===== src/butterfly_defines.svh =====
`ifndef BUTTERFLY_DEFINES_SVH
`define BUTTERFLY_DEFINES_SVH

// Bits in one real two's complement word.
`define BFLY_WIDTH 32

// Fraction bits of the fixed-point format.
`define BFLY_FRAC 16

// Independent butterflies carried in one message.
`define BFLY_LANES 4

// Input lane is a, b and w, six words in all.
`define BFLY_IN_BITS (6 * `BFLY_WIDTH * `BFLY_LANES)

// Output lane is c and d, four words in all.
`define BFLY_OUT_BITS (4 * `BFLY_WIDTH * `BFLY_LANES)

`endif

===== src/butterfly_pkg.sv =====
`include "butterfly_defines.svh"

package butterfly_pkg;

  // One signed real word.
  typedef logic signed [`BFLY_WIDTH-1:0] word_t;

  // Complex value, real part in the upper word.
  typedef struct packed {
    word_t re;
    word_t im;
  } cplx_t;

  // Operands of one butterfly.
  // Field order matches the flat lane layout, a in the top bits.
  typedef struct packed {
    cplx_t a;
    cplx_t b;
    cplx_t w;
  } bfly_operand_t;

  // Outputs of one butterfly, c = a + w*b and d = a - w*b.
  typedef struct packed {
    cplx_t c;
    cplx_t d;
  } bfly_result_t;

  // Lane 0 sits in the least significant position.
  typedef bfly_operand_t [`BFLY_LANES-1:0] operand_vec_t;

  typedef bfly_result_t [`BFLY_LANES-1:0] result_vec_t;

endpackage


===== src/butterfly_result.sv =====
`timescale 1ns/10ps
`include "butterfly_defines.svh"

module butterfly_result (
  input  logic                       clk,
  input  logic                       reset,

  input  logic                       exe_val,
  output logic                       exe_rdy,
  input  butterfly_pkg::result_vec_t exe_res,

  output logic                       send_val,
  input  logic                       send_rdy,
  output logic [`BFLY_OUT_BITS-1:0]  send_msg
);

  import butterfly_pkg::*;

  localparam int lane_bits = 4 * `BFLY_WIDTH;

  logic [`BFLY_OUT_BITS-1:0] send_next;

  for (genvar i = 0; i < `BFLY_LANES; i++) begin : g_lane
    bfly_result_t lane_res;

    assign lane_res = exe_res[i];

    // Top of the lane is c.re, then c.im, d.re, d.im.
    assign send_next[i*lane_bits +: lane_bits] = {
      lane_res.c.re, lane_res.c.im, lane_res.d.re, lane_res.d.im
    };
  end

  // Output register faces the outside, so send_msg holds under back-pressure.
  butterfly_stage #(
    .payload_t(logic [`BFLY_OUT_BITS-1:0])
  ) u_stage (
    .clk     (clk),
    .reset   (reset),
    .in_val  (exe_val),
    .in_rdy  (exe_rdy),
    .in_data (send_next),
    .out_val (send_val),
    .out_rdy (send_rdy),
    .out_data(send_msg)
  );

endmodule


===== src/butterfly_stage.sv =====
`timescale 1ns/10ps

module butterfly_stage #(
  parameter type payload_t = logic
) (
  input  logic     clk,
  input  logic     reset,

  input  logic     in_val,
  output logic     in_rdy,
  input  payload_t in_data,

  output logic     out_val,
  input  logic     out_rdy,
  output payload_t out_data
);

  logic in_fire;

  // Room for a new payload when empty or when the held one leaves now.
  assign in_rdy  = !out_val || out_rdy;
  assign in_fire = in_val && in_rdy;

  // Valid follows the input whenever the register can advance.
  // An output transfer with no new input leaves the register empty.
  always_ff @(posedge clk) begin
    if (reset) begin
      out_val <= 1'b0;
    end else if (in_rdy) begin
      out_val <= in_val;
    end
  end

  // Payload only changes on an accepted input.
  always_ff @(posedge clk) begin
    if (in_fire) begin
      out_data <= in_data;
    end
  end

endmodule


===== config.mk =====
export PLATFORM = sky130hd
export DESIGN_NAME = butterfly_result
export DESIGN_NICKNAME = d
export VERILOG_FILES = /design/src/butterfly_pkg.sv /design/src/butterfly_result.sv /design/src/butterfly_stage.sv
export VERILOG_INCLUDE_DIRS = /design/src /design/src/src
export SDC_FILE = /design/constraint.sdc
export NUM_CORES = 1
export LEC_CHECK = 0
export BUFFER_PORTS_ARGS = -buffer_cell sky130_fd_sc_hd__buf_2
export CAP_MARGIN = 20
export CORE_AREA = 2 2 407 409
export DETAILED_ROUTE_END_ITERATION = 8
export DIE_AREA = 0 0 409 411
export HOLD_SLACK_MARGIN = 0.05
export PLACE_DENSITY = 0.3
export RECOVER_POWER = 50
export SETUP_SLACK_MARGIN = 0.02
export SYNTH_ARGS = -nofsm -noshare
export SYNTH_HDL_FRONTEND = slang
export SYNTH_SLANG_ARGS = --single-unit
export TNS_END_PERCENT = 50

===== constraint.sdc =====
create_clock -name clk -period 5 [get_ports clk]
set_clock_uncertainty 0.05 [all_clocks]
set_input_delay 1 -clock clk [delete_from_list [all_inputs] [get_ports clk]]
set_output_delay 1 -clock clk [all_outputs]
set_load 0.05 [all_outputs]

After elaboration in Yosys (flattened, before gate mapping)
Index checks and enable logic that the tools add are counted.
{"block": "totals", "register_bits": 513, "latchBits": 0, "ramBits": 0, "rom_bits": 0, "input_bits": 516, "out_inout_bits": 514, "memories": 0}
{"block": "op_classes", "n_addsub": 0, "multipliers": 0, "div_mod_pow": 0, "n_lt_le_gt_ge": 0, "n_eq_ne": 0, "shifts": 0, "mux": 0, "bitwise_logic": 0, "n_reduce_logical": 3}
{"op": "logical AND 1 bit", "count": 1}
{"op": "zero test 1 bit", "count": 1}
{"op": "logical OR 1 bit", "count": 1}

Logic depth before layout (Yosys ltp)
Gate-level depths: netlist (run 1).
{"block": "logic_depth", "word_depth": 3, "depth_mapped": 2, "mapped_depth_nobuf": 2}

Worst setup path before layout (run 1)
Ideal clock, no wire load.
{"block": "synth_timing", "kind": "in2reg", "startpoint": "input send_rdy", "endpoint": "register u_stage.out_data[0] in the netlist's numbering, enable pin", "setup_time_ps": 528, "arrival_ps": 4732, "required_time_ps": 4422, "path_slack_ps": -309, "cell_stages": 2, "n_path_buf": 0, "cell_sequence": "nand2b_4 > and2_4"}
{"block": "synth_between", "elab_chain_len": 2}
{"item": "start, declared", "line_no": "butterfly_result.sv:13", "text": "input logic send_rdy,"}
{"item": "logical OR 1 bit", "line_no": "butterfly_stage.sv:21", "text": "assign in_rdy = !out_val || out_rdy;"}
{"item": "logical AND 1 bit", "line_no": "butterfly_stage.sv:22", "text": "assign in_fire = in_val && in_rdy;"}
{"item": "named net u_stage.in_fire", "line_no": "butterfly_stage.sv:18", "text": "logic in_fire;"}
{"item": "end signal, assigned", "line_no": "butterfly_stage.sv:37", "text": "out_data <= in_data;"}
{"item": "end, declared", "line_no": "butterfly_stage.sv:15", "text": "output payload_t out_data"}
The timed path passes the listed nets, and every way through them passes these cells.
A chain may end at the register's enable or synchronous reset.

Worst setup path in the final report (run 1)
{"block": "layout_timing", "startpoint": "input send_rdy", "endpoint": "register u_stage.out_data[414] in the netlist's numbering, enable pin"}
The elaborated chain is that of the path after synthesis.

==> qor.txt, run 1 <==
Post-DR wirelength/cell: 20.12 µm
Syn Std Cell Area: 0.01543 mm²
Total track usage: 8.854%
Fin util: 15.61%
Cts hold-fix bufs: 0
Post-Synthesis Cells: 517
CORE AREA: 0.1639 mm²
Status: finished with violations
Post-synth EDFFs: 512
Post-Layout Cell Count: 3885
Xor/xnor cell area share of the yosys netlist: 0%
Crit path DAT: 3370 ps
Die area: 0.1681 mm²
DR vias/cell: 2.629
Total congestion overflow: 0
CTS Sinks: 513
Nets@finish: 2151
Fin. Hold Viols: 0
Failing checks: max-capacitance violations, max-slew violations
Async S/R FF share, synth: 0%
Final cycle utilization of the critical path: 63.70%
Setup repair bufs after CTS: 0
Synth unique cells: 6
Largest family of logic cells by synthesized area: simple AND/OR/NAND/NOR gates
Critical path type: in2reg
GPL Wtd Cong: 0.9004
Worst Hold Slack: 484.4 ps
Die Height: 411 µm
Die W: 409 µm
Maximum root-to-sink buffer count: 3
Pwr/cell area: 449.8 mW/mm²
Number of synthesized register bits: 513
IO Count: 1030
Vias: 10210
Synth Warn #: 0
Placed Instances: 3754
Simple-gate area share of the yosys netlist: 0.1460%
CP Capture Type: flop
Drt first-iter violations: 630
Vias in the first global route: 11060
Avg Cell Area, Syn: 29.84 µm²
Residual DRC count: 0
Pre-CTS setup slack: 1824 ps
Static leakage: 0.009910 µW
Synth area leaders: edfxtp_1 100%, dfxtp_1 0.13%, nand2b_4 0.089%
Share of the yosys chip area belonging to registers: 99.77%
Initial Util: 9.416%
First-pass DRT Iterations: 4
Worst-skew pair later-pin latency: 630 ps
Post-route minimum period: 3185 ps
Max-Slew Margin vs Limit: -11.92%
H-tree depth: 3
Max Slew Vio Count: 33
Adder-cell area share of the yosys netlist: 0%
Layout cell share with drive strength beyond 1: 61.48%
Multiplexer area fraction after synthesis: 0%
Slew @ Worst Pin: 1679 ps
DP HPWL: 65270 µm
Worst setup slack after layout: 1815 ps
Top-count cell post-synth: edfxtp_1
Clk root buf: clkbuf_16
P&R area growth vs syn: 65.83%
Worst-path clk slew: 60 ps
Critical Path RT: 5180 ps
Total CTS buffers: 68
Yosys top cell area share: 99.64%
First-pass GRT wire length: 99730 µm
Total power: 11510 µW
Complex-gate fraction of the synthesized area: 0.05676%
Post-synth top area cell: edfxtp_1
Peak supply drop: 305.9 µV
CP Launch Type: input port
Critical-path maximum fanout: 36
Hold WC Path Type: in2reg
Max Freq: 314.0 MHz
RSZ-0062 raised after global routing: no
Number of max-cap violations: 1
Initial antenna violation count: 59
Rows: 149
Setup-failing EPs final: 0
PostCTS Resize Cnt: 0
# port buffers: 1029
WL final: 78150 µm
Mapped Nets: 1033
Antenna-violating nets left: 0
CTS tree: built
Largest net degree at the start of global routing: 89
Ys flop type: edfxtp_1
==> worst paths after layout <==
check             cells after the start                    end            start  slack, ps
hold reg to reg                       2        u_stage.out_val  u_stage.out_val        580
hold / removal                        1  u_stage.out_data[340]     exe_res[340]        480
setup / recovery                      4  u_stage.out_data[414]         send_rdy       1820
setup reg to reg                      3  u_stage.out_data[414]  u_stage.out_val       2150
==> report_power, final <==
group | total (µW) | leakage (µW) | switching [µW] | internal (µW)
clock | 4880 | 0.00109 | 1960 | 2920
combinational | 1510 | 0.00386 | 1210 | 299
sequential | 5120 | 0.00496 | 75.3 | 5040
==> metrics by stage <==
stage / instance area, µm² / setup TNS [ps]
3_3_place_gp: 23520 / 0
2_1_floorplan: 15430 / -158360
3_5_place_dp: 23520 / 0
6_report: 25590 / 0
4_1_cts: 25750 / 0
5_1_grt: 25570 / 0
==> final cells by class <==
class | instances | area [µm²]
flip-flops and latches | 513 | 15390
multi-input cells | 3 | 20.02
inverters | 1 | 3.754
fillers | 18190 | 138300
diodes | 6 | 15.01
clock buffers | 82 | 1818
repair buffers | 1048 | 5186
well taps | 2189 | 2739
clock inverters | 43 | 410.4
==> layout by cell type (no fill, tap or decap) <==
master	instances
a21oi_1	1
and2_4	1
buf_12	5
buf_2	930
buf_4	2
bufinv_16	6
clkbuf_1	122
clkbuf_16	71
clkinv_1	13
clkinv_2	11
clkinv_4	3
clkinv_8	2
clkinvlp_4	2
dfxtp_1	1
diode_2	6
edfxtp_1	512
inv_1	1
inv_6	6
nand2b_1	1
==> critical path, stage by stage <==
cell and delay [ps]:
clkbuf_1 190, nand2b_1 240, and2_4 590, clkbuf_1 1280
==> layer usage <==
metal / share of wire (%) / global-route usage [%] / up-vias
met5: 0.47 / 0 / -
met4: 2.4 / 2.583 / 58
met3: 12 / 4.534 / 164
met2: 51 / 15.34 / 612
met1: 35 / 9.343 / 4994
li1: - / - / 4385
==> logic make-up after synthesis <==
group / after synthesis
simple gates: 2
buf+inv: 1
flops: 513
compound gates: 1
==> flip-flops by register name (all words and copies together) (netlist names) <==
| name | flops |
|---|---|
| u_stage.out_val | 1 |
| u_stage.out_data | 512 |
Power figures use the tool's default switching activity.
==> run 2, diff against run 1 <==
--- a/config.mk
+++ b/config.mk
@@ -8,9 +8,9 @@
 export LEC_CHECK = 0
 export BUFFER_PORTS_ARGS = -buffer_cell sky130_fd_sc_hd__buf_2
 export CAP_MARGIN = 20
-export CORE_AREA = 2 2 407 409
+export CORE_AREA = 2 2 398 400
 export DETAILED_ROUTE_END_ITERATION = 8
-export DIE_AREA = 0 0 409 411
+export DIE_AREA = 0 0 400 402
 export HOLD_SLACK_MARGIN = 0.05
 export PLACE_DENSITY = 0.3
 export RECOVER_POWER = 50
==> constraint.sdc (replaced) <==
create_clock -name clk -period 3.2 [get_ports clk]
set_clock_uncertainty 0.05 [all_clocks]
set_input_delay 0.64 -clock clk [delete_from_list [all_inputs] [get_ports clk]]
set_output_delay 0.64 -clock clk [all_outputs]
set_load 0.05 [all_outputs]
==> qor.txt, run 2 (synthesized netlist as in run 1, its figures left out) <==
Die W: 400 µm
Nets@finish: 2280
Layout cell share with drive strength beyond 1: 55.91%
Die Height: 402 µm
Fin. Hold Viols: 0
CP Launch Type: flop
Largest net degree at the start of global routing: 76
CORE AREA: 0.1571 mm²
P_int: 12360 µW
Initial Util: 9.822%
RSZ-0062 raised after global routing: no
Drt first-iter violations: 506
Max Freq: 412.4 MHz
Peak supply drop: 392.6 µV
Die area: 0.1608 mm²
Status: finished, final reports clean
Worst R2R Start: u_stage.out_val
DR vias/cell: 2.751
Number of max-cap violations: 0
First-pass DRT Iterations: 4
Total congestion overflow: 0
Vias: 10700
Placed instance area: 0.02340 mm²
H-tree depth: 2
Buffers and inverters on the worst path: 2
FF-to-FF setup slack: 780 ps
Worst reg2reg path depth: 4
Total CTS buffers: 60
Critical path type: reg2reg
Critical Path RT: 3420 ps
P&R area growth vs syn: 71.51%
IO Count: 1030
Initial antenna violation count: 39
Switching part of the total: 28.01%
Total power: 17170 µW
Rows: 146
Post-route minimum period: 2425 ps
Setup-failing EPs final: 0
Antenna-violating nets left: 0
Regs by FF count: u_stage.out_data x512, u_stage.out_val x1
Final cycle utilization of the critical path: 75.77%
Worst Setup SP: u_stage.out_val
CTS tree: built
WL final: 72180 µm
Largest register by flop count: u_stage.out_data
Vias in the first global route: 11600
DP HPWL: 59310 µm
Final setup TNS: 0 ps
CP Depth: 4
Hold WC Path Type: in2reg
CTS Sinks: 513
Clock group share of total power: 39.0%
Fillcell total: 17400
# port buffers: 1029
Max Slew Vio Count: 0
Worst-skew pair later-pin latency: 640 ps
Worst-path clk slew: 60 ps
Clk root buf: clkbuf_16
Crit-path slowest cell: clkbuf_4
Maximum root-to-sink buffer count: 3
CP top delay family: buffers and inverters
Worst Setup EP: u_stage.out_data[365]
Setup repair bufs after CTS: 0
Fin util: 16.84%
Max-Slew Margin vs Limit: 42.67%
Pwr/cell area: 648.8 mW/mm²
P_sw: 4810 µW
Critical R2R Capture: u_stage.out_data[365]
First-pass GRT wire length: 93670 µm
Cts hold-fix bufs: 136
GPL Wtd Cong: 0.8988
Comb pwr share: 14.5%
Residual DRC count: 0
Seq pwr share: 46.5%
PostCTS Resize Cnt: 0
Max incr delay on CP: 720 ps
Crit path DAT: 2640 ps
Static leakage: 0.01028 µW
Critical-path maximum fanout: 59
Crit path cell chain: nand2b_1, and2_0, buf_12, clkbuf_4
Total track usage: 8.435%
Slew @ Worst Pin: 860.0 ps
Number of flip-flops in the largest register: 512
Design Area, Final: 0.02646 mm²
Post-DR wirelength/cell: 18.57 µm
Most common cell after layout, fill and taps aside: buf_2
Commonest non-fill, non-tap cells in the layout: 920 x buf_2, 512 x edfxtp_1, 139 x clkbuf_1, 136 x dlygate4sd3_1, 61 x clkbuf_16
CP Capture Type: flop
[run 2: cell types whose count changed in the layout (fill, tap and decap cells not counted), sizes merged]
| cell | before | now |
|---|---|---|
| bufinv | 6 | 4 |
| clkinv | 29 | 16 |
| inv | 7 | 4 |
| buf | 937 | 926 |
| dlygate4sd3 | 0 | 136 |
| clkbuf | 193 | 206 |
| diode | 6 | 5 |
[run 2: final cells by class]
class                      instances  area (µm²)  share of cell area [%]
multi-input combinational          3       21.27                 0.08038
clock inverter                    25       240.2                  0.9078
sequential                       513       15390                   58.18
inverter                           1       3.754                 0.01418
antenna                            5       12.51                 0.04728
clock buffer                      83        1659                   6.269
timing repair buffer            1185        6539                   24.71
tap                             2072        2592                   9.797
[run 2: worst min path at each step]
stage / from / to / slack [ps] / cells past startpoint
after floorplan: reset / u_stage.out_val / 650 / 1
after global placement: u_stage.out_val / u_stage.out_val / 500 / 2
after detailed placement: u_stage.out_val / u_stage.out_val / 500 / 2
after CTS: exe_res[322] / u_stage.out_data[322] / 50 / 1
after global routing: exe_res[230] / u_stage.out_data[230] / 60 / 1
final: exe_res[18] / u_stage.out_data[18] / 120 / 1
[run 2: per-stage QoR]
| stage | setup slack (ps) | cells | hold WS [ps] |
|---|---|---|---|
| after floorplan | -1749 | 517 | 652.4 |
| after global placement | 901.5 | 3638 | 504.2 |
| after detailed placement | 859.8 | 3638 | 495.8 |
| after CTS | 1001 | 3882 | 50.04 |
| after global routing | 585.6 | 3882 | 57.46 |
| final | 775.4 | 3887 | 120.9 |
[run 2: per-layer routing]
metal  track usage, %  wire [µm]  up-vias
met5                0        270        -
met4            2.977       2277       44
met3            3.665       7926      144
met2            14.64      36040      612
met1            9.044      25660     5262
li1                 -          -     4633
[run 2: power by group through the flow]
stage / clock, µW / sequential (µW) / combinational (µW)
floorplan: 0 / 9510 / 121
global placement: 0 / 8120 / 2420
detailed placement: 0 / 8120 / 2420
CTS: 7010 / 7990 / 2570
global route: 7240 / 8020 / 2590
finish: 6690 / 7980 / 2490
[run 2: worst register-to-register path, cell delays in order (launching register included)]
cell	delay, ps
dfxtp_1	310
nand2b_1	170
and2_0	370
buf_12	270
clkbuf_4	790
==> run 3, diff against run 2 <==
==> constraint.sdc (replaced) <==
create_clock -name clk -period 2.5 [get_ports clk]
set_clock_uncertainty 0.05 [all_clocks]
set_input_delay 0.5 -clock clk [delete_from_list [all_inputs] [get_ports clk]]
set_output_delay 0.5 -clock clk [all_outputs]
set_load 0.05 [all_outputs]
==> qor.txt, run 3 (synthesized netlist as in run 1, its figures left out) <==
Status: finished, final reports clean
Worst-skew pair later-pin latency: 640 ps
Placed Instances: 3642
Post-route minimum period: 2074 ps
Residual DRC count: 0
Max Slew Vio Count: 0
Switching part of the total: 28.19%
Die area: 0.1608 mm²
Clk root buf: clkbuf_16
Critical path type: reg2reg
Max-Slew Margin vs Limit: 49.51%
Vias in the first global route: 13420
CORE AREA: 0.1571 mm²
Clock group share of total power: 40.2%
Hold Path Stages: 1
Initial antenna violation count: 36
P_int: 16740 µW
Top layer in use: met5
Fin util: 19.41%
Peak supply drop: 474.1 µV
Final setup TNS: 0 ps
Worst setup slack after layout: 426.1 ps
Final cycle utilization of the critical path: 82.96%
Crit-path slowest cell: clkbuf_4
Initial Util: 9.822%
Seq pwr share: 43.8%
Static leakage: 0.01197 µW
PostCTS Resize Cnt: 0
Post-Layout Cell Count: 4274
CTS Sinks: 513
DR vias/cell: 2.837
Drt first-iter violations: 686
CP Capture Type: flop
Regs by FF count: u_stage.out_data x512, u_stage.out_val x1
Crit path DAT: 2310 ps
# port buffers: 1029
First-pass DRT Iterations: 5
Met1 Wirelength: 28630 µm
Worst reg2reg path depth: 4
Total congestion overflow: 0
GPL Wtd Cong: 0.8612
DP HPWL: 59150 µm
Most common cell after layout, fill and taps aside: buf_2
Largest net degree at the start of global routing: 55
H-tree depth: 2
CP Depth: 4
Total CTS buffers: 61
Fin. Hold Viols: 0
Maximum root-to-sink buffer count: 3
Rows: 146
Number of flip-flops in the largest register: 512
Pre-CTS setup slack: 473.4 ps
Setup repair bufs after CTS: 0
P_sw: 6572 µW
Met2 WL: 37750 µm
Nets@finish: 2661
Max incr delay on CP: 520 ps
P&R area growth vs syn: 97.62%
IO Count: 1030
Post-DR wirelength/cell: 17.52 µm
CTS tree: built
RSZ-0062 raised after global routing: no
CP top delay family: buffers and inverters
Largest register by flop count: u_stage.out_data
Number of max-cap violations: 0
Layout cell share with drive strength beyond 1: 47.13%
Setup-failing EPs final: 0
Die W: 400 µm
Antenna-violating nets left: 0
WL final: 74870 µm
Crit path cell chain: nand2b_2, and2_0, buf_12, clkbuf_4
Comb pwr share: 15.9%
CP Launch Type: flop
First-pass GRT wire length: 99210 µm
Max Freq: 482.2 MHz
Hold WC Path Type: in2reg
Wire length on met3: 6229 µm
Slew @ Worst Pin: 757.3 ps
Worst-path clk slew: 70 ps
Die Height: 402 µm
Total track usage: 8.747%
Commonest non-fill, non-tap cells in the layout: 916 x buf_2, 512 x dlygate4sd3_1, 512 x edfxtp_1, 128 x clkbuf_1, 63 x clkbuf_16
Pwr/cell area: 764.5 mW/mm²
Critical-path maximum fanout: 37
Fillcell total: 17140
Buffers and inverters on the worst path: 2
Vias: 12130
Critical Path RT: 2730 ps
[run 3: cell types whose count changed in the layout (fill, tap and decap cells not counted), sizes merged]
cell / change
clkinvlp: +7
bufinv: +5
buf: +2
inv: +1
clkbuf: -12
dlygate4sd3: +376
diode: +1
clkinv: +7
[run 3: through the flow]
step	area (µm²)	hold slack, ps	total power (µW)
detailed placement	23470	449.9	13510
CTS	30690	71.32	23860
floorplan	15430	505.1	12320
global placement	23470	452.7	13510
finish	30490	246.5	23310
global route	30490	190.0	24230
[run 3: layer usage]
layer | global-route usage [%] | up-vias
met5 | 0 | -
met4 | 2.931 | 16
met3 | 2.672 | 104
met2 | 15.58 | 606
met1 | 9.806 | 5992
li1 | - | 5408
[run 3: worst register-to-register path, cell delays in order, from the launching register on]
cell and delay, ps:
dfxtp_1 320, nand2b_2 100, and2_0 410, buf_12 280, clkbuf_4 540
[run 3: worst paths after layout]
check                   from                   end  slack (ps)
min reg2reg  u_stage.out_val       u_stage.out_val        1010
max reg2reg  u_stage.out_val  u_stage.out_data[29]         430
min              exe_res[62]  u_stage.out_data[62]         250
max          u_stage.out_val  u_stage.out_data[29]         430
[run 3: area by class of cell]
cell class              instances  area [µm²]  area share, %
flip-flops and latches        513       15390          50.49
repair buffers               1565       10360          33.99
well taps                    2072        2592          8.502
clock buffers                  69        1599          5.244
clock inverters                45       498.0          1.633
multi-input cells               3       23.77        0.07796
diodes                          6       15.01        0.04924
inverters                       1       3.754        0.01231
[run 3: power by group through the flow]
stage | Sequential [µW] | Clock [µW] | Combinational, µW
2_1_floorplan | 12200 | 0 | 155
3_3_place_gp | 10400 | 0 | 3110
3_5_place_dp | 10400 | 0 | 3110
4_1_cts | 10200 | 9830 | 3810
5_1_grt | 10300 | 10100 | 3880
6_report | 10200 | 9380 | 3720
[run 3: repair_timing]
action                                 in CTS  in global routing
hold buffers                              512                  0
endpoints found under the hold margin     511                  0
setup endpoints to repair                   0                  0
