[src/butterfly_defines.svh]
`ifndef BUTTERFLY_DEFINES_SVH
`define BUTTERFLY_DEFINES_SVH

// Bits in one real two's complement word.
`define BFLY_WIDTH 32

// Fraction bits of the fixed-point format.
`define BFLY_FRAC 16

// Independent butterflies carried in one message.
`define BFLY_LANES 4

// Input lane is a, b and w, six words in all.
`define BFLY_IN_BITS (6 * `BFLY_WIDTH * `BFLY_LANES)

// Output lane is c and d, four words in all.
`define BFLY_OUT_BITS (4 * `BFLY_WIDTH * `BFLY_LANES)

`endif
[src/butterfly_pkg.sv]
`include "butterfly_defines.svh"

package butterfly_pkg;

  // One signed real word.
  typedef logic signed [`BFLY_WIDTH-1:0] word_t;

  // Complex value, real part in the upper word.
  typedef struct packed {
    word_t re;
    word_t im;
  } cplx_t;

  // Operands of one butterfly.
  // Field order matches the flat lane layout, a in the top bits.
  typedef struct packed {
    cplx_t a;
    cplx_t b;
    cplx_t w;
  } bfly_operand_t;

  // Outputs of one butterfly, c = a + w*b and d = a - w*b.
  typedef struct packed {
    cplx_t c;
    cplx_t d;
  } bfly_result_t;

  // Lane 0 sits in the least significant position.
  typedef bfly_operand_t [`BFLY_LANES-1:0] operand_vec_t;

  typedef bfly_result_t [`BFLY_LANES-1:0] result_vec_t;

endpackage

[src/butterfly_decode.sv]
`timescale 1ns/10ps
`include "butterfly_defines.svh"

module butterfly_decode (
  input  logic                        clk,
  input  logic                        reset,

  input  logic                        recv_val,
  output logic                        recv_rdy,
  input  logic [`BFLY_IN_BITS-1:0]    recv_msg,

  output logic                        dec_val,
  input  logic                        dec_rdy,
  output butterfly_pkg::operand_vec_t dec_ops
);

  import butterfly_pkg::*;

  localparam int lane_bits = 6 * `BFLY_WIDTH;
  localparam int w = `BFLY_WIDTH;

  operand_vec_t dec_next;

  for (genvar i = 0; i < `BFLY_LANES; i++) begin : g_lane
    logic [lane_bits-1:0] lane_msg;
    bfly_operand_t        lane_op;

    assign lane_msg = recv_msg[i*lane_bits +: lane_bits];

    // Fields from the top: a.re, a.im, b.re, b.im, w.re, w.im.
    assign lane_op.a.re = lane_msg[5*w +: w];
    assign lane_op.a.im = lane_msg[4*w +: w];
    assign lane_op.b.re = lane_msg[3*w +: w];
    assign lane_op.b.im = lane_msg[2*w +: w];
    assign lane_op.w.re = lane_msg[1*w +: w];
    assign lane_op.w.im = lane_msg[0 +: w];

    assign dec_next[i] = lane_op;
  end

  butterfly_stage #(
    .payload_t(operand_vec_t)
  ) u_stage (
    .clk     (clk),
    .reset   (reset),
    .in_val  (recv_val),
    .in_rdy  (recv_rdy),
    .in_data (dec_next),
    .out_val (dec_val),
    .out_rdy (dec_rdy),
    .out_data(dec_ops)
  );

endmodule

[src/butterfly_stage.sv]
`timescale 1ns/10ps

module butterfly_stage #(
  parameter type payload_t = logic
) (
  input  logic     clk,
  input  logic     reset,

  input  logic     in_val,
  output logic     in_rdy,
  input  payload_t in_data,

  output logic     out_val,
  input  logic     out_rdy,
  output payload_t out_data
);

  logic in_fire;

  // Room for a new payload when empty or when the held one leaves now.
  assign in_rdy  = !out_val || out_rdy;
  assign in_fire = in_val && in_rdy;

  // Valid follows the input whenever the register can advance.
  // An output transfer with no new input leaves the register empty.
  always_ff @(posedge clk) begin
    if (reset) begin
      out_val <= 1'b0;
    end else if (in_rdy) begin
      out_val <= in_val;
    end
  end

  // Payload only changes on an accepted input.
  always_ff @(posedge clk) begin
    if (in_fire) begin
      out_data <= in_data;
    end
  end

endmodule

[config.mk]
export PLATFORM = sky130hd
export DESIGN_NAME = butterfly_decode
export DESIGN_NICKNAME = d
export VERILOG_FILES = /design/src/butterfly_pkg.sv /design/src/butterfly_decode.sv /design/src/butterfly_stage.sv
export VERILOG_INCLUDE_DIRS = /design/src /design/src/src
export SDC_FILE = /design/constraint.sdc
export NUM_CORES = 1
export LEC_CHECK = 0
export ABC_AREA = 1
export BUFFER_PORTS_ARGS = -buffer_cell sky130_fd_sc_hd__buf_2
export CAP_MARGIN = 10
export CORE_AREA = 3 3 605 607
export DETAILED_ROUTE_END_ITERATION = 12
export DIE_AREA = 0 0 608 610
export HOLD_SLACK_MARGIN = 0.1
export PLACE_DENSITY_LB_ADDON = 0.05
export SYNTH_ARGS = -nofsm -noshare
export SYNTH_HDL_FRONTEND = slang
export SYNTH_SLANG_ARGS = --single-unit
[constraint.sdc]
create_clock -name clk -period 43.9 [get_ports clk]
set_input_delay 8.78 -clock clk [delete_from_list [all_inputs] [get_ports clk]]
set_output_delay 8.78 -clock clk [all_outputs]
set_load 0.03 [all_outputs]
# --- Yosys cells after proc, flatten, opt, wreduce, memory -nomap -nowiden ---
# Index checks and enable logic that the tools add are counted.
classes:
  n_reduce_logical: 3
op_table:
  columns: ["operator", "n"]
  rows:
  - ["$logic_and 1x1->1", 1]
  - ["$logic_not 1->1", 1]
  - ["$logic_or 1x1->1", 1]
totals:
  elab_cells: 28
  in_bits: 772
  register_bits: 769

# --- Logic depth before layout (Yosys ltp) ---
# Gate-level depths: netlist of the first run.
logic_depth:
  word_depth: 3
  depth_mapped: 3

# --- Worst setup path after synthesis of the first run ---
# OpenSTA, ideal clock, no wires.
synth_timing:
  path_kind: "input to register"
  startpoint: "input port recv_val"
  endpoint: "register u_stage.out_data[0] (netlist name), enable pin"
  path_buffers: 0
  path_stages: 2
  path_slack_ns: -3.866
  arrival_time_ns: 45.604
  setup_ns: 2.162
  required_time_ns: 41.738
  cell_sequence: "inv_1 -> a21oi_1"
synth_between:
  elab_chain_cells: 1
synth_lines:
  columns: ["element", "line", "rtl"]
  rows:
  - ["start: declaration", "butterfly_decode.sv:8", "input logic recv_val,"]
  - ["$logic_and 1x1->1", "butterfly_stage.sv:22", "assign in_fire = in_val && in_rdy;"]
  - ["named net u_stage.in_fire", "butterfly_stage.sv:18", "logic in_fire;"]
  - ["end signal: assignment", "butterfly_stage.sv:37", "out_data <= in_data;"]
  - ["end: declaration", "butterfly_stage.sv:15", "output payload_t out_data"]
# The timed path passes the listed nets, and every way through them passes these cells.
# A chain may end at the register's enable or synchronous reset.

# --- Final worst setup path of the first run ---
layout_timing:
  startpoint: "input port dec_rdy"
  endpoint: "output port recv_rdy"
layout_between:
  elab_chain_cells: 1
layout_lines:
  columns: ["element", "line", "rtl"]
  rows:
  - ["start: declaration", "butterfly_decode.sv:13", "input logic dec_rdy,"]
  - ["$logic_or 1x1->1", "butterfly_stage.sv:21", "assign in_rdy = !out_val || out_rdy;"]
  - ["end: declaration", "butterfly_decode.sv:9", "output logic recv_rdy,"]
# Every way passes these cells.

==> results of run 1 <==
==> worst register-to-register path, delay by kind of cell (launching register included) <==
kind / cells / cell delay (ns)
DFF: 1 / 0.37
AOI/OAI and AO/OA: 1 / 0.20
buffers and inverters: 4 / 3.05
==> sequential cells by signal (all words and copies together), names as in the netlist <==
name,flops
u_stage.out_data,768
u_stage.out_val,1
==> power by group <==
| group | internal [mW] | switching [mW] |
|---|---|---|
| logic | 0.0517 | 0.160 |
| clock network | 0.528 | 0.397 |
| registers | 0.861 | 0.0155 |
| total | 1.44 | 0.573 |
==> area by class of cell <==
type / instances / area (sq um) / share of cell area
clock inverter: 62 / 464.2 / 0.01140
clock buffer: 156 / 3168 / 0.07780
sequential: 769 / 23080 / 0.5668
antenna: 52 / 130.1 / 0.003195
multi-input combinational: 3 / 31.28 / 0.0007681
tap: 4794 / 5998 / 0.1473
inverter: 2 / 7.507 / 0.0001844
timing repair buffer: 1553 / 7840 / 0.1925
==> cell families after synthesis <==
| group | synth area share |
|---|---|
| flip-flops | 0.9988 |
| buffers and inverters | 0.0003245 |
| AND/OR/NAND/NOR | 0.0002709 |
| AO/OA/AOI/OAI | 0.0005954 |
==> worst max-delay path by stage <==
stage / startpoint / to / depth (start not counted) / slack [ns]
floorplan: dec_rdy / u_stage.out_data[0] / 2 / 12.07
global placement: dec_rdy / recv_rdy / 4 / 25.80
detailed placement: dec_rdy / recv_rdy / 4 / 25.81
CTS: dec_rdy / recv_rdy / 4 / 25.81
global route: dec_rdy / recv_rdy / 4 / 25.81
finish: dec_rdy / recv_rdy / 4 / 25.84
==> synth_stat cells (all sizes together) <==
cell    instances  area (sq um)
a21oi           2         13.76
dfxtp           1         20.02
edfxtp        768         23060
inv             2         7.500
nand2           1         6.260
==> metrics by stage <==
step,utilization,setup WS [ns],hold WS (ns)
after floorplan,-,12.07,0.7469
after global routing,0.1123,25.81,0.6099
final,0.1126,25.84,0.5766
after CTS,0.1122,25.81,0.5934
after global placement,0.1022,25.80,0.6003
after detailed placement,0.1022,25.81,0.5792
==> cells in the final DEF (no fill, tap or decap), drive strengths merged <==
master	instances
buf	1553
edfxtp	768
clkbuf	156
clkinv	55
diode	52
bufinv	4
inv	4
a21oi	2
nand2	1
clkinvlp	1
dfxtp	1
==> per-layer routing <==
metal,vias up,part of all wire
li1,6646,-
met1,7740,0.35
met2,1051,0.51
met3,513,0.12
met4,120,0.027
met5,-,0.0044
==> metrics.csv, run 1 <==
metric,value,unit
critPathBufInv,3,
hold_viol_final,0,
crit_type,input pin to output pin,
die_w,608,um
grt_setup_unrepaired,no,
ys.warnings.count,0,
grt_max_degree,109,
gr-total-overflow,0,
power.total,2.014,mW
max-cap-violations,0,
ir_worst_vdd,0.03211,mV
r2r_start,u_stage.out_val,
first_pass_iters,6,
placed_area,0.03696,sq mm
htreeDepth,3,
met2_usage,0.1697,
final_antenna_net_count,0,
holdBufCountCts,0,
numCtsBuffers,120,
grt_use_met3,0.05112,
drv_slew,0,
grtUsageTotal,0.09443,
r2r_end,u_stage.out_data[101],
syn-num-nets,1546,
route.detailed.wl_per_inst,24.77,um
cts_resized,0,
nNetsFinal,3221,
dieArea,0.3709,sq mm
hp-start,u_stage.out_val,
drt_iter0_markers,771,
nFillCells,41280,
path_clk_slew,0.05,ns
place.gp.congestion,0.7479,
clock.fmax,55.38,MHz
yosys_register_bits,769,
setup-tns-final,0,ns
cts_sinks,769,
postCtsSetupRepairBufs,0,
layout_min_cycle_time,18.06,ns
cellPowerDensity,49.45,mW/mm^2
ys_types,7,
cp-end-kind,output pin,
ctsRootBufferMaster,clkbuf_16,
core,0.3617,sq mm
initial_utilization,0.06390,
die_h,610,um
synth_cells,774,
cts_tree,built,
io_pins,1542,
finalInstanceArea,0.04072,sq mm
clock_skew,0.04849,ns
netlist_area,0.02311,sq mm
antenna_found_initial,239,
fp-row-count,221,
areaGrowthSynthToFinish,76.21,%
worstPathArrival,9.28,ns
worstRegToRegCells,5,
yosysSeqAreaShare,0.9988,
ff2ff_setup_slack,39.84,ns
worstHoldEndpoint,u_stage.out_val,
cp_top_family,buffers and inverters,
busiest_layer,met2,
wl,183000,um
drive_gt1_frac,0.6719,
worstHoldPathType,flip-flop to flip-flop,
status,finished clean,
grt_pass1_vias,16750,
final_cells,7391,
clock_latency,0.86,ns
fin_crit_sh,0.4113,
required,35.12,ns
startpoint_type,input pin,
grt_use_met1,0.09585,
slew_headroom,0.3883,
avgSynthCellArea,29.86,sq um
vias,16070,
place_inst,7121,
leakage,15.36,nW
grt_pass1_wl,221000,um
critPathMaxFanout,2,
worst_pin_slew,0.9176,ns
dp_hpwl,153600,um
cp_common_cell,buf_2,
port_buffers,1541,
cp_slowest_cell,buf_2,
hold_depth,2,
drcViolationCount,0,
finalSetupViolCount,0,
viasPerCell,2.174,
cts_buffer_depth,4,
worst_path_largest_cell_delay,0.19,ns
crit_chain,buf_2 -> inv_2 -> nand2_2 -> buf_2,
(Power assumes the default switching activity.)
==> run 2: changes to the inputs <==
--- a/config.mk
+++ b/config.mk
@@ -6,7 +6,7 @@
 export SDC_FILE = /design/constraint.sdc
 export NUM_CORES = 1
 export LEC_CHECK = 0
-export ABC_AREA = 1
+export ABC_AREA = 0
 export BUFFER_PORTS_ARGS = -buffer_cell sky130_fd_sc_hd__buf_2
 export CAP_MARGIN = 10
 export CORE_AREA = 3 3 605 607
==> constraint.sdc (replaced) <==
create_clock -name clk -period 16.05 [get_ports clk]
set_input_delay 3.21 -clock clk [delete_from_list [all_inputs] [get_ports clk]]
set_output_delay 3.21 -clock clk [all_outputs]
set_load 0.03 [all_outputs]
==> metrics.csv, run 2 <==
metric,value,unit
ctsRootBufferMaster,clkbuf_16,
postCtsSetupRepairBufs,0,
synth_edf_count,768,
p_seq_frac,0.436,
drv_slew,0,
cts_tree,built,
cp-startpoint,dec_rdy,
switching_power,1.545,mW
final_cells,7353,
place_inst,7120,
first_pass_iters,4,
r2r_end,u_stage.out_data[702],
crit_type,input pin to output pin,
worstPathArrival,3.63,ns
initial_utilization,0.06392,
worst-path-stages,3,
leakage,15.32,nW
vias,16240,
drt_iter0_markers,712,
place.gp.congestion,0.7446,
drcViolationCount,0,
startpoint_type,input pin,
nNetsFinal,3221,
cp-end-kind,output pin,
synth_cells,773,
crit_chain,buf_2 -> nand2b_4 -> buf_2,
r2r_start,u_stage.out_val,
whs,0.5235,ns
clock_latency,0.82,ns
cellPowerDensity,135.3,mW/mm^2
setup-tns-final,0,ns
yosysSeqAreaShare,0.9985,
gr-total-overflow,0,
clock.fmax,146.1,MHz
final_cell_mix,"buf_2 (1,541), edfxtp_1 (768), clkbuf_16 (121), clkinv_1 (41), clkbuf_1 (29)",
areaGrowthSynthToFinish,75.62,%
cts_sinks,769,
power.total,5.492,mW
cts_resized,0,
critPathBufInv,2,
worst_slack,9.206,ns
critPathMaxFanout,3,
reg_top3,"u_stage.out_data: 768 flops, u_stage.out_val: 1 flops",
dieArea,0.3709,sq mm
dp_hpwl,148900,um
worst_pin_slew,0.9434,ns
synth.most_common_cell,edfxtp_1,
pwr-share-comb,0.105,
largest_reg_flops,768,
htreeDepth,3,
final_antenna_net_count,0,
yosys_register_bits,769,
ys.warnings.count,0,
syn-num-nets,1545,
ff2ff_setup_slack,12.53,ns
die_w,608,um
dp_slack,9.199,ns
cp_slowest_cell,buf_2,
worstRegToRegCells,5,
wl,178700,um
worstHoldPathType,flip-flop to flip-flop,
netlist_area,0.02312,sq mm
cp_top_family,buffers and inverters,
synth_top_area_share,0.9976,
required,12.84,ns
synth_largest_area_cell,edfxtp_1,
async_flop_share,0,
numCtsBuffers,121,
ys_types,6,
synthFlopType,edfxtp_1,
viasPerCell,2.208,
io_pins,1542,
switching_share,0.2812,
grt_max_degree,121,
route.detailed.wl_per_inst,24.30,um
layout_commonest_cell,buf_2,
max-cap-violations,0,
regMostFlops,u_stage.out_data,
layout_min_cycle_time,6.844,ns
grt_setup_unrepaired,no,
antenna_found_initial,225,
fp-row-count,221,
synth_area_leaders,"edfxtp_1 (100%), dfxtp_1 (0.087%), nand2b_4 (0.060%), a21oi_2 (0.038%), and2_4 (0.038%)",
cts_buffer_depth,4,
port_buffers,1541,
cp-endpoint,recv_rdy,
avgSynthCellArea,29.91,sq um
cp_common_cell,buf_2,
ir_worst_vdd,0.08100,mV
core,0.3617,sq mm
slew_headroom,0.3711,
grt_pass1_wl,218200,um
path_clk_slew,0.05,ns
drive_gt1_frac,0.6694,
finalSetupViolCount,0,
clockPowerShare,0.458,
fin_crit_sh,0.4264,
status,finished clean,
holdBufCountCts,0,
grtUsageTotal,0.09232,
worst_path_largest_cell_delay,0.18,ns
clock_skew,0.05427,ns
hold_viol_final,0,
grt_pass1_vias,16810,
p_int,3.947,mW
die_h,610,um
[run 2: cell count changes in the layout (fill, tap and decap cells not counted), sizes merged, moves of 2 or more]
cell | before | now
clkinvlp | 1 | 5
clkbuf | 156 | 150
inv | 4 | 6
clkinv | 55 | 50
diode | 52 | 18
[run 2: logic make-up after synthesis]
| logic type | Yosys count | synth area share |
|---|---|---|
| AOI/OAI and AO/OA | 1 | 0.0003789 |
| buffers and inverters | 1 | 0.0001622 |
| and+or+nand+nor | 2 | 0.0009742 |
| DFF | 769 | 0.9985 |
[run 2: worst min-delay path, delay by kind of cell (launching register included)]
family          cells  cell delay, ns
flops               1            0.33
simple gates        1            0.09
compound gates      1            0.05
[run 2: metal layers]
metal | GRT usage | up-vias | wire length, um
li1 | - | 6601 | -
met1 | 0.09273 | 7892 | 61600
met2 | 0.1714 | 1107 | 93270
met3 | 0.04365 | 537 | 17820
met4 | 0.01998 | 100 | 5311
met5 | 0 | - | 672
[run 2: how the worst min path moves through the flow]
stage | depth (start not counted) | from | to
2_1_floorplan | 2 | u_stage.out_val | u_stage.out_val
5_1_grt | 2 | u_stage.out_val | u_stage.out_val
3_5_place_dp | 2 | u_stage.out_val | u_stage.out_val
3_3_place_gp | 2 | u_stage.out_val | u_stage.out_val
6_report | 2 | u_stage.out_val | u_stage.out_val
4_1_cts | 2 | u_stage.out_val | u_stage.out_val
[run 2: through the flow]
step,cell area [sq um],utilization
final,40600,0.1122
after global placement,36960,0.1022
after floorplan,23120,-
after CTS,40550,0.1121
after detailed placement,36960,0.1022
after global routing,40560,0.1121
[run 2: power by group through the flow]
| stage | Combinational [mW] | Sequential, mW | Clock [mW] |
|---|---|---|---|
| global route | 0.613 | 2.41 | 2.75 |
| detailed placement | 0.604 | 2.44 | 0 |
| CTS | 0.605 | 2.40 | 2.70 |
| finish | 0.577 | 2.40 | 2.52 |
| global placement | 0.610 | 2.44 | 0 |
| floorplan | 0.0353 | 2.68 | 0 |
[run 2: layout make-up]
class	count	area [sq um]
fillers	41270	321100
flip-flops and latches	769	23080
repair buffers	1553	7840
well taps	4794	5998
clock buffers	150	3137
clock inverters	65	460.4
diodes	18	45.04
multi-input cells	3	31.28
inverters	1	3.754
==> run 3: changes to the inputs <==
--- a/config.mk
+++ b/config.mk
@@ -6,7 +6,7 @@
 export SDC_FILE = /design/constraint.sdc
 export NUM_CORES = 1
 export LEC_CHECK = 0
-export ABC_AREA = 0
+export ABC_AREA = 1
 export BUFFER_PORTS_ARGS = -buffer_cell sky130_fd_sc_hd__buf_2
 export CAP_MARGIN = 10
 export CORE_AREA = 3 3 605 607
==> constraint.sdc (replaced) <==
create_clock -name clk -period 6.5 [get_ports clk]
set_input_delay 1.3 -clock clk [delete_from_list [all_inputs] [get_ports clk]]
set_output_delay 1.3 -clock clk [all_outputs]
set_load 0.03 [all_outputs]
==> metrics.csv, run 3 (synthesis results as in run 1) <==
metric,value,unit
grt_pass1_vias,16680,
holdBufCountCts,0,
leakage,15.36,nW
drive_gt1_frac,0.6747,
status,finished clean,
switching_share,0.2783,
switching_power,3.732,mW
p_int,9.680,mW
r2r_start,u_stage.out_val,
areaGrowthSynthToFinish,75.73,%
dieArea,0.3709,sq mm
regMostFlops,u_stage.out_data,
worst_slack,3.398,ns
r2r_end,u_stage.out_data[201],
core,0.3617,sq mm
finalSetupViolCount,0,
clockPowerShare,0.451,
postLayoutCoreUtil,0.1123,
htreeDepth,3,
slew_headroom,0.3507,
drcViolationCount,0,
ctsRootBufferMaster,clkbuf_16,
grtUsageTotal,0.09503,
dp_slack,2.819,ns
worstPathArrival,1.80,ns
fin_crit_sh,0.4772,
ir_worst_vdd,0.1987,mV
antenna_found_initial,229,
initial_utilization,0.06390,
p_seq_frac,0.440,
grt_max_degree,132,
layout_min_cycle_time,3.102,ns
grt_pass1_wl,223500,um
nFillCells,41230,
cts_tree,built,
gr-total-overflow,0,
pwr-share-comb,0.108,
layout_commonest_cell,buf_2,
clock_latency,0.84,ns
clock_skew,0.06891,ns
largest_reg_flops,768,
postCtsSetupRepairBufs,0,
die_h,610,um
cp-end-kind,output pin,
reg_top3,"u_stage.out_data: 768 flops, u_stage.out_val: 1 flops",
critPathMaxFanout,2,
grt_setup_unrepaired,no,
cts_buffer_depth,4,
max-cap-violations,0,
drv_slew,0,
final_cell_mix,"buf_2 (1,541), edfxtp_1 (768), clkbuf_16 (117), clkbuf_1 (30), clkinv_1 (28)",
nNetsFinal,3230,
hold_depth,2,
drt_iter0_markers,745,
fp-row-count,221,
startpoint_type,input pin,
worstHoldEndpoint,u_stage.out_val,
worst_pin_slew,0.9740,ns
worstHoldPathType,flip-flop to flip-flop,
clock.fmax,322.4,MHz
path_clk_slew,0.06,ns
final_antenna_net_count,0,
required,5.20,ns
cellPowerDensity,330.3,mW/mm^2
cts_sinks,769,
dp_hpwl,156000,um
ff2ff_setup_slack,4.09,ns
numCtsBuffers,117,
viasPerCell,2.181,
worstRegToRegCells,3,
hold_viol_final,0,
hp-start,u_stage.out_val,
io_pins,1542,
die_w,608,um
vias,16040,
place.gp.congestion,0.7296,
first_pass_iters,4,
route.detailed.wl_per_inst,24.96,um
whs,0.5802,ns
cts_resized,0,
wl,183500,um
crit_type,input pin to output pin,
port_buffers,1541,
-- run 3: cell count changes in the layout (fill, tap and decap cells not counted), moves of 3 or more --
cell | previous run | this run
buf_12 | 3 | 7
buf_4 | 9 | 17
clkbuf_16 | 121 | 117
clkinv_1 | 41 | 28
clkinv_2 | 7 | 18
clkinvlp_4 | 5 | 1
diode_2 | 18 | 15
-- run 3: power groups by stage --
stage	clock, mW	sequential [mW]	combinational [mW]
after CTS	6.47	5.92	1.53
final	6.05	5.91	1.45
after global placement	0	6.02	1.54
after detailed placement	0	6.01	1.53
after floorplan	0	6.70	0.0873
after global routing	6.58	5.94	1.55
-- run 3: routing by layer --
layer / vias to the layer above / share of wire / GRT usage
li1: 6613 / - / -
met1: 7670 / 0.32 / 0.08926
met5: - / 0.0034 / 0
met3: 548 / 0.10 / 0.04628
met2: 1107 / 0.54 / 0.1838
met4: 98 / 0.029 / 0.01910
-- run 3: stage by stage --
step | TNS (ns) | total power, mW | cells | cell area, sq um
floorplan | -5991.61 | 6.786 | 774 | 23120
global placement | 0 | 7.563 | 7133 | 37100
detailed placement | 0 | 7.539 | 7133 | 37100
CTS | 0 | 13.92 | 7336 | 40570
global route | 0 | 14.07 | 7338 | 40580
finish | 0 | 13.41 | 7351 | 40610
-- run 3: final cells by class --
cell class | count | area (sq um) | area share
sequential | 769 | 23080 | 0.5684
timing repair buffer | 1565 | 7980 | 0.1965
tap | 4794 | 5998 | 0.1477
clock buffer | 147 | 3040 | 0.07487
clock inverter | 56 | 431.7 | 0.01063
antenna | 15 | 37.54 | 0.0009243
multi-input combinational | 3 | 31.28 | 0.0007702
inverter | 2 | 10.01 | 0.0002465
-- run 3: how the worst max path moves through the flow --
stage | start | to | slack [ns] | cells after the start
2_1_floorplan | dec_rdy | u_stage.out_data[0] | -7.80 | 2
3_3_place_gp | dec_rdy | u_stage.out_data[201] | 2.80 | 5
3_5_place_dp | dec_rdy | u_stage.out_data[201] | 2.82 | 5
4_1_cts | u_stage.out_data[656] | dec_ops[656] | 3.28 | 1
5_1_grt | dec_rdy | recv_rdy | 3.38 | 4
6_report | dec_rdy | recv_rdy | 3.40 | 4
-- run 3: worst max-delay path, cell delays in order --
cell     delay [ns]
buf_2          0.12
inv_4          0.09
nand2_2        0.09
buf_2          0.20
